File: config.mk
export PLATFORM = sky130hd
export DESIGN_NAME = shf_info_queue
export DESIGN_NICKNAME = d
export VERILOG_FILES = /design/src/hdl/vlsu_pkg.sv /design/src/hdl/shf_info_queue.sv /design/src/hdl/circ_queue_ptr.sv
export SDC_FILE = /design/constraint.sdc
export NUM_CORES = 1
export LEC_CHECK = 0
export ABC_AREA = 1
export CORE_ASPECT_RATIO = 0.75
export CORE_UTILIZATION = 40
export DETAILED_ROUTE_END_ITERATION = 12
export DONT_BUFFER_PORTS = 1
export PLACE_DENSITY_LB_ADDON = 0.25
export SLEW_MARGIN = 25
export SYNTH_ARGS = -nofsm -noshare
export SYNTH_HDL_FRONTEND = slang
export SYNTH_SLANG_ARGS = --single-unit
File: constraint.sdc
create_clock -name clk_i -period 5 [get_ports clk_i]
set_clock_uncertainty 0.2 [all_clocks]
set_input_delay 0.5 -clock clk_i [delete_from_list [all_inputs] [get_ports clk_i]]
set_output_delay 0.5 -clock clk_i [all_outputs]
set_load 0.05 [all_outputs]
File: src/hdl/vlsu_pkg.sv
// Shared geometry and types of the vector load-return path
// Lane count and lane width are fixed here and size every packed struct
// A SEW32 element is wider than one lane beat and spans two adjacent lanes
// Row addresses are RowAddrW wide; register files above 32 rows need a wider field
package vlsu_pkg;

  // ----------------------------------------------------------
  // Geometry
  // ----------------------------------------------------------
  localparam int unsigned NrLanes     = 4;
  localparam int unsigned DLEN        = 16;
  localparam int unsigned NbPerLane   = DLEN / 4;
  localparam int unsigned NbPerRow    = NrLanes * NbPerLane;
  localparam int unsigned RowsPerVreg = 2;
  localparam int unsigned RowBits     = NbPerRow * 4;
  localparam int unsigned RowAddrW    = 5;
  localparam int unsigned LaneIdxW    = $clog2(NrLanes);
  localparam int unsigned NbOffW      = $clog2(NbPerLane);

  // Element width code, also the log2 of bytes per element
  typedef enum logic [1:0] {
    SEW8  = 2'd0,
    SEW16 = 2'd1,
    SEW32 = 2'd2
  } sew_e;

  // ----------------------------------------------------------
  // Channel payloads
  // ----------------------------------------------------------
  typedef struct packed {
    logic [DLEN-1:0] data;
  } lane_data_t;

  // One load request as issued by the control side
  typedef struct packed {
    logic [3:0] req_id;
    sew_e       sew;
    logic [2:0] vd;
    logic       start_row;
    logic       vm;
    logic [2:0] cmt_cnt;
  } meta_t;

  // Queued form, row address already resolved
  typedef struct packed {
    sew_e                sew;
    logic                vm;
    logic [2:0]          cmt_cnt;
    logic [RowAddrW-1:0] row_addr;
  } shf_info_t;

  // Mask bit per nibble, indexed [lane][nibble in beat]
  typedef logic [NrLanes-1:0][NbPerLane-1:0] mask_t;

  typedef struct packed {
    logic [NbPerRow-1:0][3:0] nb;
    logic [NbPerRow-1:0]      en;
    logic [RowAddrW-1:0]      row_addr;
  } seq_row_t;

  // Source of one sequential nibble in the shuffled beat
  typedef struct packed {
    logic [LaneIdxW-1:0] lane;
    logic [NbOffW-1:0]   off;
  } shf_pos_t;

  // ----------------------------------------------------------
  // Sequential nibble index to lane and offset
  // ----------------------------------------------------------
  // Element e goes to lane e mod NrLanes, elements round-robin over lanes
  // Element size capped at one lane beat so SEW32 splits into lane halves
  function automatic shf_pos_t shf_idx(input int unsigned seq, input sew_e sew);
    int unsigned n;
    int unsigned elem;
    int unsigned w;
    shf_pos_t    pos;
    n = 32'd2 << sew;
    if (n > NbPerLane) begin
      n = NbPerLane;
    end
    elem     = seq / n;
    w        = seq % n;
    pos.lane = LaneIdxW'(elem % NrLanes);
    pos.off  = NbOffW'((elem / NrLanes) * n + w);
    return pos;
  endfunction

endpackage
File: src/hdl/shf_info_queue.sv
// Request queue of the load-return path
// Head entry is updated in place per committed row and pops after its last row
// Request id is not tracked beyond this point
`timescale 1ns/1ps

module shf_info_queue #(
  parameter int unsigned Depth = 4
) (
  input  logic                clk_i,
  input  logic                rst_ni,
  input  logic                meta_valid_i,
  output logic                meta_ready_o,
  input  vlsu_pkg::meta_t     meta_i,
  output logic                info_valid_o,
  output vlsu_pkg::shf_info_t info_o,
  input  logic                commit_i
);

  localparam int unsigned IdxW = (Depth > 1) ? $clog2(Depth) : 1;

  vlsu_pkg::shf_info_t q_mem [Depth];
  vlsu_pkg::shf_info_t enq_entry;
  vlsu_pkg::shf_info_t head;
  logic [IdxW-1:0]     enq_idx;
  logic [IdxW-1:0]     deq_idx;
  logic                enq_flag;
  logic                deq_flag;
  logic                empty;
  logic                full;
  logic                enq;
  logic                deq;
  logic                last_row;

  // ----------------------------------------------------------
  // Pointers
  // ----------------------------------------------------------
  circ_queue_ptr #(
    .Entries (Depth)
  ) i_enq_ptr (
    .clk_i   (clk_i),
    .rst_ni  (rst_ni),
    .inc_i   (enq),
    .value_o (enq_idx),
    .flag_o  (enq_flag)
  );

  circ_queue_ptr #(
    .Entries (Depth)
  ) i_deq_ptr (
    .clk_i   (clk_i),
    .rst_ni  (rst_ni),
    .inc_i   (deq),
    .value_o (deq_idx),
    .flag_o  (deq_flag)
  );

  assign empty = (enq_idx == deq_idx) && (enq_flag == deq_flag);
  assign full  = (enq_idx == deq_idx) && (enq_flag != deq_flag);

  assign meta_ready_o = !full;
  assign enq          = meta_valid_i && meta_ready_o;

  // First row of the request inside the register file
  always_comb begin
    enq_entry.sew      = meta_i.sew;
    enq_entry.vm       = meta_i.vm;
    enq_entry.cmt_cnt  = meta_i.cmt_cnt;
    enq_entry.row_addr = vlsu_pkg::RowAddrW'(meta_i.vd) *
                         vlsu_pkg::RowAddrW'(vlsu_pkg::RowsPerVreg) +
                         vlsu_pkg::RowAddrW'(meta_i.start_row);
  end

  // ----------------------------------------------------------
  // Head and commit handling
  // ----------------------------------------------------------
  assign head         = q_mem[deq_idx];
  assign info_o       = head;
  assign info_valid_o = !empty;
  assign last_row     = (head.cmt_cnt == 3'd0);
  assign deq          = commit_i && last_row;

  // Enqueue slot and head never alias while both are active
  always_ff @(posedge clk_i) begin
    if (enq) begin
      q_mem[enq_idx] <= enq_entry;
    end
    if (commit_i && !last_row) begin
      q_mem[deq_idx].cmt_cnt  <= head.cmt_cnt - 3'd1;
      q_mem[deq_idx].row_addr <= head.row_addr + 1'b1;
    end
  end

  // De-shuffle side must only commit against a pending request
  assert property (@(posedge clk_i) disable iff (!rst_ni) commit_i |-> !empty)
    else $error("shf_info_queue: commit with empty request queue");

endmodule

File: src/hdl/circ_queue_ptr.sv
// Wrapping queue pointer with a lap flag
// Works for any depth, not only powers of two
`timescale 1ns/1ps

module circ_queue_ptr #(
  parameter int unsigned  Entries = 4,
  localparam int unsigned IdxW    = (Entries > 1) ? $clog2(Entries) : 1
) (
  input  logic            clk_i,
  input  logic            rst_ni,
  input  logic            inc_i,
  output logic [IdxW-1:0] value_o,
  output logic            flag_o
);

  // Flag flips on every wrap, equal values then tell full from empty
  always_ff @(posedge clk_i or negedge rst_ni) begin
    if (!rst_ni) begin
      value_o <= '0;
      flag_o  <= 1'b0;
    end else if (inc_i) begin
      if (value_o == IdxW'(Entries - 1)) begin
        value_o <= '0;
        flag_o  <= ~flag_o;
      end else begin
        value_o <= value_o + 1'b1;
      end
    end
  end

endmodule

==> flow_metrics.env <==
export IMPL_maxCapViolCount=0
export IMPL_synthTopCellsByCount="86 x nand2_1, 44 x edfxtp_1, 29 x inv_1"
export IMPL_setup_ws_ns=1.592
export IMPL_start_util=0.4265
export IMPL_dieArea_um2=7279
export IMPL_worst_pin_slew_ns=1.056
export IMPL_finalCritPeriodShare=0.6817
export IMPL_cp_start_kind="register"
export IMPL_h_tree_depth=2
export IMPL_syn_avg_cell_area_um2=9.570
export IMPL_dr_pass1_iters=9
export IMPL_cp_required_ns=4.75
export IMPL_post_cts_setup_buffers=0
export IMPL_rows=25
export IMPL_insertion_delay_ns=0.30
export IMPL_cp_slowest_cell="dfrtp_1"
export IMPL_port_buffers=0
export IMPL_slew_headroom=0.3063
export IMPL_clock_path_buffers=2
export IMPL_synth_edf_count=44
export IMPL_clkTransAtPathRegs_ns=0.09
export IMPL_die_y_um=74.14
export IMPL_num_io_pins=31
export IMPL_synthFlopType="edfxtp_1"
export IMPL_hold_depth=0
export IMPL_routedWlPerCell_um=16.48
export IMPL_violations="design-rule violations"
export IMPL_slew_viol_final=0
export IMPL_place_inst=368
export IMPL_drt_vias_per_instance=5.117
export IMPL_hpwl_mm=4.476
export IMPL_drc_errors=1
export IMPL_postRouteAntennaNets=0
export IMPL_hold_viol=0
export IMPL_crit_path_max_incr_delay_ns=0.56
export IMPL_period_needed_ns=3.408
export IMPL_reg2reg_depth=11
export IMPL_rsz0062_at_grt="no"
export IMPL_nFillCells=643
export IMPL_synthDistinctLibCells=27
export IMPL_drive_gt1_frac=0.1017
export IMPL_antenna_cells=0
export IMPL_clock_fmax_mhz=293.4
export IMPL_yosys_area_top_type_share=0.4761
export IMPL_place_ws_ns=1.595
export IMPL_die_x_um=98.18
export IMPL_cp_end_kind="register"
export IMPL_crit_arrival_ns=3.16
export IMPL_synth_most_common_cell="nand2_1"
export IMPL_track_usage=0.1904
export IMPL_cts_tree="done"
export IMPL_stdcell_count=376
export IMPL_grt_pass1_vias=1962
export IMPL_syn_cell_area_um2=2775
export IMPL_ys_ff_latch=50
export IMPL_area_growth_pct=6.267
export IMPL_outcome="finished with violations"
export IMPL_tns_ns=0
export IMPL_grt_pass1_wl_mm=10.27
export IMPL_num_vias=1924
export IMPL_r2r_slack_ns=1.59
export IMPL_core_um2=6506
export IMPL_async_flop_share=0.1200
export IMPL_path_max_fanout=22
export IMPL_clock_sinks=50
export IMPL_drt_wl_total_mm=6.198
export IMPL_synth_nets=319
export IMPL_setup_viol=0
export IMPL_synth_sequential_area_ratio=0.5302
export IMPL_synth_largest_area_cell="edfxtp_1"
export IMPL_place_congestion=0.7658
export IMPL_synthCells=290
export IMPL_cts_root_buf="clkbuf_8"
export IMPL_crit_type="register to register"
export IMPL_synth_warnings=0
export IMPL_grt_start_max_net_pins=23
export IMPL_yosys_top_cells_area="edfxtp_1 48%, nand2_1 12%, dfrtp_1 5.4%"
export IMPL_hp_class="input port to register"
export IMPL_antenna_found_initial=0
export IMPL_grt_overflow=0
export IMPL_cts_buffers=5
export IMPL_drt_iter0_markers=104
export IMPL_nets=324
export IMPL_crit_chain="buf_4 -> inv_4 -> nand2_1 -> a32oi_1 -> buf_4 -> inv_1 -> ha_1 -> ha_1 -> inv_1 -> nand3_1 -> nand2_1"
## registers in the layout, summed over array words and instances, names as in the netlist
| register | cells |
|---|---|
| q_mem | 44 |
| i_enq_ptr.flag_o | 1 |
| i_enq_ptr.value_o | 2 |
| i_deq_ptr.flag_o | 1 |
| i_deq_ptr.value_o | 2 |
## kinds of logic (layout without fill, tap and decap cells)
kind of cell	after synthesis	after routing	synth area share
simple gates	135	135	0.2399
buf+inv	42	47	0.06808
compound gates	46	46	0.08792
xor+xnor	6	6	0.02435
flops	50	50	0.5302
fa+ha+maj	11	11	0.04959
## cell type report
| type | count | area, µm² | share of cell area |
|---|---|---|---|
| clock buffer | 5 | 68.82 | 0.02333 |
| sequential | 50 | 1471 | 0.4989 |
| multi-input combinational | 198 | 1115 | 0.3780 |
| tap | 81 | 101.3 | 0.03437 |
| clock inverter | 2 | 15.01 | 0.005091 |
| inverter | 34 | 130.1 | 0.04412 |
| timing repair buffer | 6 | 47.55 | 0.01612 |
## through the flow
stage | hold slack [ns] | utilization | area (µm²)
finish | 0.08727 | 0.4533 | 2949
global route | 0.06488 | 0.4533 | 2949
CTS | 0.08001 | 0.4533 | 2949
detailed placement | 0.004580 | 0.4388 | 2855
global placement | 0.004571 | 0.4388 | 2855
floorplan | 0.004409 | - | 2775
## layer usage
layer	GRT usage	share of wire	vias up	routed length [µm]
met2	0.2919	0.45	46	2807
met3	0.03195	0.054	2	335
met4	0.07131	0.0045	0	28
met1	0.2748	0.49	894	3027
met5	0	0	-	0
li1	-	-	982	-
## repair_timing
item	CTS	global route
hold buffers	1	0
resized for setup	0	0
endpoints found under the hold margin	6	0
## path summary, 6_finish.rpt
| path | to | startpoint |
|---|---|---|
| max reg2reg | q_mem[0][4]$_DFFE_PP_ | i_deq_ptr.value_o[0]$_DFFE_PN0P_ |
| min | q_mem[3][9]$_DFFE_PN_ | meta_i[8] |
| max | q_mem[0][4]$_DFFE_PP_ | i_deq_ptr.value_o[0]$_DFFE_PN0P_ |
| max in group asynchronous | i_deq_ptr.value_o[1]$_DFFE_PN0P_ | rst_ni |
| min in group asynchronous | i_enq_ptr.value_o[0]$_DFFE_PN0P_ | rst_ni |
| min reg2reg | i_enq_ptr.flag_o$_DFFE_PN0N_ | i_enq_ptr.flag_o$_DFFE_PN0N_ |
## critical path: cells and delay by family, from the launching register on
| family | cells | cell delay [ns] |
|---|---|---|
| AO/OA/AOI/OAI | 1 | 0.18 |
| AND/OR/NAND/NOR | 3 | 0.79 |
| buffers and inverters | 5 | 0.92 |
| flip-flops | 1 | 0.56 |
| adder cells (fa/ha/maj) | 2 | 0.39 |
## cells in the final DEF (no fill, tap or decap)
cell / netlist / final
nand2_1: 86 / 86
edfxtp_1: 44 / 44
inv_1: 29 / 29
o21ai_1: 25 / 25
nand3_1: 21 / 21
nor2_1: 15 / 15
ha_1: 11 / 11
o21ai_0: 10 / 10
dfrtp_1: 6 / 6
a21oi_1: 5 / 5
clkbuf_8: 0 / 5
buf_4: 0 / 5
nand4_4: 4 / 4
inv_2: 4 / 4
xnor2_1: 3 / 3
nand3_2: 3 / 3
o22ai_1: 3 / 3
a32oi_1: 2 / 2
xnor2_2: 2 / 2
nand3_4: 2 / 2
clkinvlp_4: 0 / 2
inv_4: 1 / 1
xor2_1: 1 / 1
nand2_2: 1 / 1
o21bai_1: 1 / 1
nand4_1: 1 / 1
nand3b_1: 1 / 1
nand2_4: 1 / 1
dlygate4sd3_1: 0 / 1
Power is not shown: default switching activity piles up to over one toggle a cycle in this logic, so the estimate is an artifact.
