==> src/hdl/vlsu_pkg.sv <==
// Shared geometry and types of the vector load-return path
// Lane count and lane width are fixed here and size every packed struct
// A SEW32 element is wider than one lane beat and spans two adjacent lanes
// Row addresses are RowAddrW wide; register files above 32 rows need a wider field
package vlsu_pkg;

  // ----------------------------------------------------------
  // Geometry
  // ----------------------------------------------------------
  localparam int unsigned NrLanes     = 4;
  localparam int unsigned DLEN        = 16;
  localparam int unsigned NbPerLane   = DLEN / 4;
  localparam int unsigned NbPerRow    = NrLanes * NbPerLane;
  localparam int unsigned RowsPerVreg = 2;
  localparam int unsigned RowBits     = NbPerRow * 4;
  localparam int unsigned RowAddrW    = 5;
  localparam int unsigned LaneIdxW    = $clog2(NrLanes);
  localparam int unsigned NbOffW      = $clog2(NbPerLane);

  // Element width code, also the log2 of bytes per element
  typedef enum logic [1:0] {
    SEW8  = 2'd0,
    SEW16 = 2'd1,
    SEW32 = 2'd2
  } sew_e;

  // ----------------------------------------------------------
  // Channel payloads
  // ----------------------------------------------------------
  typedef struct packed {
    logic [DLEN-1:0] data;
  } lane_data_t;

  // One load request as issued by the control side
  typedef struct packed {
    logic [3:0] req_id;
    sew_e       sew;
    logic [2:0] vd;
    logic       start_row;
    logic       vm;
    logic [2:0] cmt_cnt;
  } meta_t;

  // Queued form, row address already resolved
  typedef struct packed {
    sew_e                sew;
    logic                vm;
    logic [2:0]          cmt_cnt;
    logic [RowAddrW-1:0] row_addr;
  } shf_info_t;

  // Mask bit per nibble, indexed [lane][nibble in beat]
  typedef logic [NrLanes-1:0][NbPerLane-1:0] mask_t;

  typedef struct packed {
    logic [NbPerRow-1:0][3:0] nb;
    logic [NbPerRow-1:0]      en;
    logic [RowAddrW-1:0]      row_addr;
  } seq_row_t;

  // Source of one sequential nibble in the shuffled beat
  typedef struct packed {
    logic [LaneIdxW-1:0] lane;
    logic [NbOffW-1:0]   off;
  } shf_pos_t;

  // ----------------------------------------------------------
  // Sequential nibble index to lane and offset
  // ----------------------------------------------------------
  // Element e goes to lane e mod NrLanes, elements round-robin over lanes
  // Element size capped at one lane beat so SEW32 splits into lane halves
  function automatic shf_pos_t shf_idx(input int unsigned seq, input sew_e sew);
    int unsigned n;
    int unsigned elem;
    int unsigned w;
    shf_pos_t    pos;
    n = 32'd2 << sew;
    if (n > NbPerLane) begin
      n = NbPerLane;
    end
    elem     = seq / n;
    w        = seq % n;
    pos.lane = LaneIdxW'(elem % NrLanes);
    pos.off  = NbOffW'((elem / NrLanes) * n + w);
    return pos;
  endfunction

endpackage
==> src/hdl/vrf_seq_store.sv <==
// Single-port vector register file, one row of NbPerRow nibbles per address
// Reads win over writes, a held write retries on the next free cycle
// Row index uses the low bits of row_addr, so NrRows must not exceed 32
`timescale 1ns/1ps

module vrf_seq_store #(
  parameter int unsigned  NrRows = 16,
  localparam int unsigned RowIdxW = (NrRows > 1) ? $clog2(NrRows) : 1
) (
  input  logic                           clk_i,
  input  logic                           rst_ni,
  // Write side from the de-shuffle unit
  input  logic                           row_valid_i,
  output logic                           row_ready_o,
  input  vlsu_pkg::seq_row_t             row_i,
  // Read port
  input  logic                           rd_en_i,
  input  logic [RowIdxW-1:0]             rd_addr_i,
  output logic [vlsu_pkg::RowBits-1:0]   rd_data_o,
  output logic                           rd_valid_o
);

  logic [vlsu_pkg::NbPerRow-1:0][3:0] mem [NrRows];
  logic                               wr_en;
  logic [RowIdxW-1:0]                 wr_idx;

  // ----------------------------------------------------------
  // Write port
  // ----------------------------------------------------------
  // Any read this cycle takes the single port
  assign row_ready_o = !rd_en_i;
  assign wr_en       = row_valid_i && row_ready_o;
  assign wr_idx      = row_i.row_addr[RowIdxW-1:0];

  // Contents come up as zero
  always_ff @(posedge clk_i or negedge rst_ni) begin
    if (!rst_ni) begin
      for (int unsigned r = 0; r < NrRows; r++) begin
        mem[r] <= '0;
      end
    end else if (wr_en) begin
      // Disabled nibbles keep their old value
      for (int unsigned n = 0; n < vlsu_pkg::NbPerRow; n++) begin
        if (row_i.en[n]) begin
          mem[wr_idx][n] <= row_i.nb[n];
        end
      end
    end
  end

  // ----------------------------------------------------------
  // Read port
  // ----------------------------------------------------------
  always_ff @(posedge clk_i or negedge rst_ni) begin
    if (!rst_ni) begin
      rd_valid_o <= 1'b0;
    end else begin
      rd_valid_o <= rd_en_i;
    end
  end

  // Data one cycle after the request
  always_ff @(posedge clk_i) begin
    if (rd_en_i) begin
      rd_data_o <= mem[rd_addr_i];
    end
  end

  // A row held back by a read stays offered, nothing is dropped
  assert property (@(posedge clk_i) disable iff (!rst_ni)
    (row_valid_i && rd_en_i) |=> row_valid_i)
    else $error("vrf_seq_store: row withdrawn while held by a read");

endmodule

==> config.mk <==
export PLATFORM = sky130hd
export DESIGN_NAME = vrf_seq_store
export DESIGN_NICKNAME = d
export VERILOG_FILES = /design/src/hdl/vlsu_pkg.sv /design/src/hdl/vrf_seq_store.sv
export SDC_FILE = /design/constraint.sdc
export NUM_CORES = 1
export LEC_CHECK = 0
export BUFFER_PORTS_ARGS = -buffer_cell sky130_fd_sc_hd__buf_2
export CORE_ASPECT_RATIO = 0.75
export CORE_MARGIN = 4
export CORE_UTILIZATION = 52
export CTS_CLUSTER_DIAMETER = 120
export CTS_CLUSTER_SIZE = 40
export DETAILED_ROUTE_END_ITERATION = 10
export GPL_TIMING_DRIVEN = 1
export PLACE_DENSITY = 0.69
export SYNTH_ARGS = -nofsm -noshare
export SYNTH_HDL_FRONTEND = slang
export SYNTH_SLANG_ARGS = --single-unit
==> constraint.sdc <==
create_clock -name clk_i -period 1.7 [get_ports clk_i]
set_clock_uncertainty 0.1 [all_clocks]
set_input_delay 0.51 -clock clk_i [delete_from_list [all_inputs] [get_ports clk_i]]
set_output_delay 0.51 -clock clk_i [all_outputs]
set_load 0.01 [all_outputs]
==> results of run 1 <==
==> placed cells by master, fill, tap and decap left out, types with 60 or more instances in the layout <==
master / instances
buf_4: 166
a22oi_1: 111
mux2_2: 752
edfxtp_1: 64
nor2_4: 90
dfrtp_1: 1025
buf_12: 103
mux4_2: 256
mux2_4: 262
nor2_1: 148
nand2_1: 60
buf_2: 150
==> where the power goes <==
part,internal [mW],total (mW),switching [mW],leakage [nW]
clock network,3.52,11.2,7.64,0.420
logic,5.44,9.24,3.81,10.6
registers,29.6,31.4,1.87,14.3
total,38.5,51.8,13.3,25.3
==> area by class of cell <==
class                      instances  area share
timing repair buffer             442      0.0795
sequential                      1089       0.491
multi-input combinational       1764       0.386
inverter                           1   0.0000669
clock inverter                     2    0.000691
tap                             1225      0.0273
clock buffer                      50      0.0151
antenna                            5    0.000223
==> layer usage <==
layer  track usage  up-vias  routed length, um
li1              -    11900                  -
met1         0.364    15400              55800
met2         0.400      724              58700
met3        0.0532      138               8250
met4        0.0583       10               3170
met5             0        -                 65
==> logic make-up (layout without fill, tap and decap cells) <==
group,after synthesis,after routing,share of synthesized area
AOI/OAI and AO/OA,128,128,0.0198
buffers and inverters,210,495,0.0184
DFF,1089,1089,0.568
and+or+nand+nor,356,356,0.0367
other,0,5,0
muxes,1280,1280,0.357
==> metrics by stage <==
step / instance area [sq um] / utilization
finish: 56100 / 0.610
global placement: 54800 / 0.595
global route: 56100 / 0.610
detailed placement: 54800 / 0.595
CTS: 55800 / 0.606
floorplan: 50500 / -
==> what timing repair did <==
| item | 4_1_cts | 5_1_grt |
|---|---|---|
| pin swaps | 2 | 5 |
| endpoints found under the setup margin | 108 | 126 |
| gates resized for setup | 19 | 45 |
| endpoints found under the hold margin | 486 | 0 |
| cloned | 0 | 6 |
| hold buffers | 1 | 0 |
| setup buffers | 0 | 4 |
==> registers in the layout, indices dropped and copies added, names as in the netlist <==
register and count:
mem 1024, rd_data_o 64, rd_valid_o 1
==> worst paths after layout <==
kind	endpoint	slack [ps]	start	cells after the start
setup / recovery	rd_data_o[3]	-270	rd_data_o[3]	1
hold / removal	mem[544]	100	rst_ni	2
setup reg to reg	rd_data_o[1]	10	mem[961]	3
hold reg to reg	mem[475]	410	mem[475]	1
max in group asynchronous	mem[756]	440	rst_ni	4
min in group clk_i	rd_data_o[21]	130	rd_en_i	1
==> impl_metrics.ini, run 1 <==
[finish]
drive_above_1_share = 0.563
nFillCells = 6717
nNetsFinal = 3422
fin_cells = 4578
syn_to_final_growth_pct = 15.7
seq_area_sq_mm = 0.0276
multi_input_area_sq_mm = 0.0217

[pwr]
peakVddDrop_uv = 899
p_total_mw = 51.8
p_per_area_mw_per_mm2 = 924
p_leak_nw = 25.3

[synthesis]
ys.flop_type = dfrtp_1
synth_seq_cells = 1089
synth_warnings = 0
postSynthCellCount = 3063
post_synth_most_frequent_cells = 1025 x dfrtp_1, 1006 x mux2_2, 256 x mux4_2
synth.cell_area_sq_mm = 0.0485
syn_nets = 3156
synth_area_leader_cell = dfrtp_1
yosysUniqueCellTypes = 27
ys_seq_area_frac = 0.568
avgSynthCellArea_sq_um = 15.8
synth_area_leaders = dfrtp_1 53%, mux2_2 23%, mux4_2 12%
synth.most_common_cell = dfrtp_1
synth-async-reset-ratio = 0.941
synth_edf_count = 64
yosys.area.top_type_share = 0.529

[floorplanning]
fp.coreArea_sq_mm = 0.0920
fp.dieW_um = 361
die_area_sq_mm = 0.0983
num_io_pins = 159
start_util = 0.527
die-height_um = 273
rows = 96

[placement]
io_buffers = 157
dp_slack_ps = -800
placedCellCount = 4510
gp_congestion = 0.842
place_hpwl_mm = 86.1

[clock_network]
clockRootBuffer = clkbuf_16
clock_latency_ps = 720
cts_sinks = 1089
clockBufferDepth = 3
htreeDepth = 1
clkSlewWorstSetupHoldPaths_ps = 150
cts_tree = done
cts_buffers = 31

[sta]
rsz0062_at_grt = yes
fin_crit_sh = 1.16
slew-limit-headroom = 0.559
finalWorstSetupSlack_ps = -266
setup_violations = 71
setup_tns_ps = -9980
timing.hold.ws_ps = 99.1
hold_viol = 0
min_period_ps = 1970
tightest_slew_ps = 660
maxSlewViolCount = 0
fmax_mhz = 509

[job]
cap_violations = 0

[routing]
dr.pass1.iters = 8
drt_iter0_drc = 2204
ant_nets = 0
drc = 0
wire_per_inst_um = 27.5
drt-total-wl_mm = 126
vias_per_cell = 6.15
num_vias = 28200

[setup_path]
required_ps = 1090
path_class = reg -> out
cp.buffers_inverters = 1
cp_slowest_cell = edfxtp_1
crit_fanout = 1
crit_path_end_kind = output pin
cp.arrival_ps = 1360
slowest_delay_ps = 470
cp_top_family = flip-flops
cp_cell_sequence = buf_2
startpoint_type = flip-flop

[worst_hold_path]
worstHoldPathType = in -> async

[status]
status = finished with violations
violations = setup timing

[global_routing]
grt_pass1_wl_mm = 193
grt_pass1_vias = 30900
grt_use_total = 0.253
antenna_found_initial = 11
grt_max_degree = 101
grt_overflow = 0
No activity file was read; power rests on OpenSTA's default activity.
==> inputs of run 2 (changes only) <==
==> constraint.sdc (replaced) <==
create_clock -name clk_i -period 2.4 [get_ports clk_i]
set_clock_uncertainty 0.1 [all_clocks]
set_input_delay 0.72 -clock clk_i [delete_from_list [all_inputs] [get_ports clk_i]]
set_output_delay 0.72 -clock clk_i [all_outputs]
set_load 0.01 [all_outputs]
==> impl_metrics.ini, run 2 (synthesis results as in run 1) <==
[status]
status = completed

[setup_path]
slowest_delay_ps = 350
crit_path_end_kind = output pin
startpoint_type = input port
cp_cell_sequence = buf_6 -> buf_12 -> inv_1 -> buf_2
cp_slowest_cell = buf_6
required_ps = 1580
reg2reg_from = mem[803]
cp.arrival_ps = 1470
r2r_cells = 3
crit_fanout = 31
path_class = in -> out
worstSetupStartpoint = rd_en_i
r2r_slack_ps = 680
r2r_end = rd_data_o[35]

[finish]
nFillCells = 7077
final_util = 0.581
final_common_cell = dfrtp_1
syn_to_final_growth_pct = 10.2
seq_area_sq_mm = 0.0276
final_cell_mix = 1025 x dfrtp_1, 1006 x mux2_2, 256 x mux4_2, 205 x nor2_1, 153 x buf_2
largest_register_ffs = 1024
nNetsFinal = 3356
stdcell_area_sq_mm = 0.0535
largestRegisters = mem (1024), rd_data_o (64), rd_valid_o (1)
fin_cells = 4516
drive_above_1_share = 0.530
multi_input_area_sq_mm = 0.0201
regMostFlops = mem

[job]
cap_violations = 0

[routing]
drt-total-wl_mm = 118
wire_per_inst_um = 26.1
ant_nets = 0
drc = 0
vias_per_cell = 6.09
drt_iter0_drc = 1811
num_vias = 27500
dr.pass1.iters = 7

[clock_network]
clockBufferDepth = 3
clock_latency_ps = 710
clockRootBuffer = clkbuf_16
clkSlewWorstSetupHoldPaths_ps = 140
cts_sinks = 1089
htreeDepth = 1
cts_setup_buffers = 0
cts_buffers = 31
cts_tree = done

[placement]
placedCellCount = 4454
place_hpwl_mm = 82.0
gp_congestion = 0.819
dp_slack_ps = -383
placed_cell_area_sq_mm = 0.0526
io_buffers = 157

[pwr]
peakVddDrop_uv = 691
p_total_mw = 35.9
switching_power_mw = 9.13
seqPwrFrac = 0.618
p_clk_frac = 0.219
p_per_area_mw_per_mm2 = 672
power_frac_comb = 0.163
p_leak_nw = 24.2
p_int_mw = 26.8
swShare = 0.254

[sta]
maxSlewViolCount = 0
timing.hold.ws_ps = 350
tightest_slew_ps = 546
setup_violations = 0
rsz0062_at_grt = no
hold_viol = 0
finalWorstSetupSlack_ps = 112
min_period_ps = 2290
setup_tns_ps = 0
fmax_mhz = 437
slew-limit-headroom = 0.636
fin_crit_sh = 0.953

[global_routing]
grt_max_degree = 98
grt_pass1_wl_mm = 183
antenna_found_initial = 16
grt_overflow = 0
grt_pass1_vias = 29900
grt_use_total = 0.241

[worst_hold_path]
worstHoldPathType = in -> reg
whs_path_depth = 1
hold_path_startpoint = rd_en_i
hold_end = rd_data_o[12]

[floorplanning]
start_util = 0.527
die_area_sq_mm = 0.0983
rows = 96
fp.dieW_um = 361
die-height_um = 273
num_io_pins = 159
fp.coreArea_sq_mm = 0.0920
[run 2: worst max path at each step]
stage                               end  depth (start not counted)
after floorplan           rd_data_o[10]                          6
after global placement         mem[760]                          5
after detailed placement       mem[762]                          5
after CTS                   row_ready_o                          4
after global routing        row_ready_o                          4
final                       row_ready_o                          4
[run 2: repair_timing]
action	CTS	global route
hold endpoints to repair	7	0
setup endpoints to repair	1	0
hold buffers	1	0
resized for setup	1	0
[run 2: area by class of cell]
type / instances / share of cell area
Antenna cell: 9 / 0.000421
Tap cell: 1225 / 0.0287
Sequential cell: 1089 / 0.516
Clock buffer: 49 / 0.0158
Multi-Input combinational cell: 1764 / 0.376
Inverter: 1 / 0.0000702
Timing Repair Buffer: 376 / 0.0623
Clock inverter: 3 / 0.000936
[run 2: per-layer routing]
layer / wire length (um) / global-route usage / up-vias
met1: 52400 / 0.356 / 14900
met3: 6510 / 0.0320 / 147
li1: - / - / 11800
met5: 26 / 0 / -
met4: 3050 / 0.0554 / 4
met2: 55900 / 0.387 / 686
[run 2: worst max-delay path: cells and delay by family]
family / cells / cell delay, ps
buffers and inverters: 4 / 720
[run 2: power groups by stage]
stage / logic, mW / clock network [mW] / registers, mW
floorplan: 3.93 / 0 / 22.1
global placement: 5.64 / 0 / 22.3
detailed placement: 5.92 / 0 / 22.6
CTS: 5.94 / 8.14 / 22.2
global route: 6.36 / 8.76 / 22.5
finish: 5.87 / 7.88 / 22.2
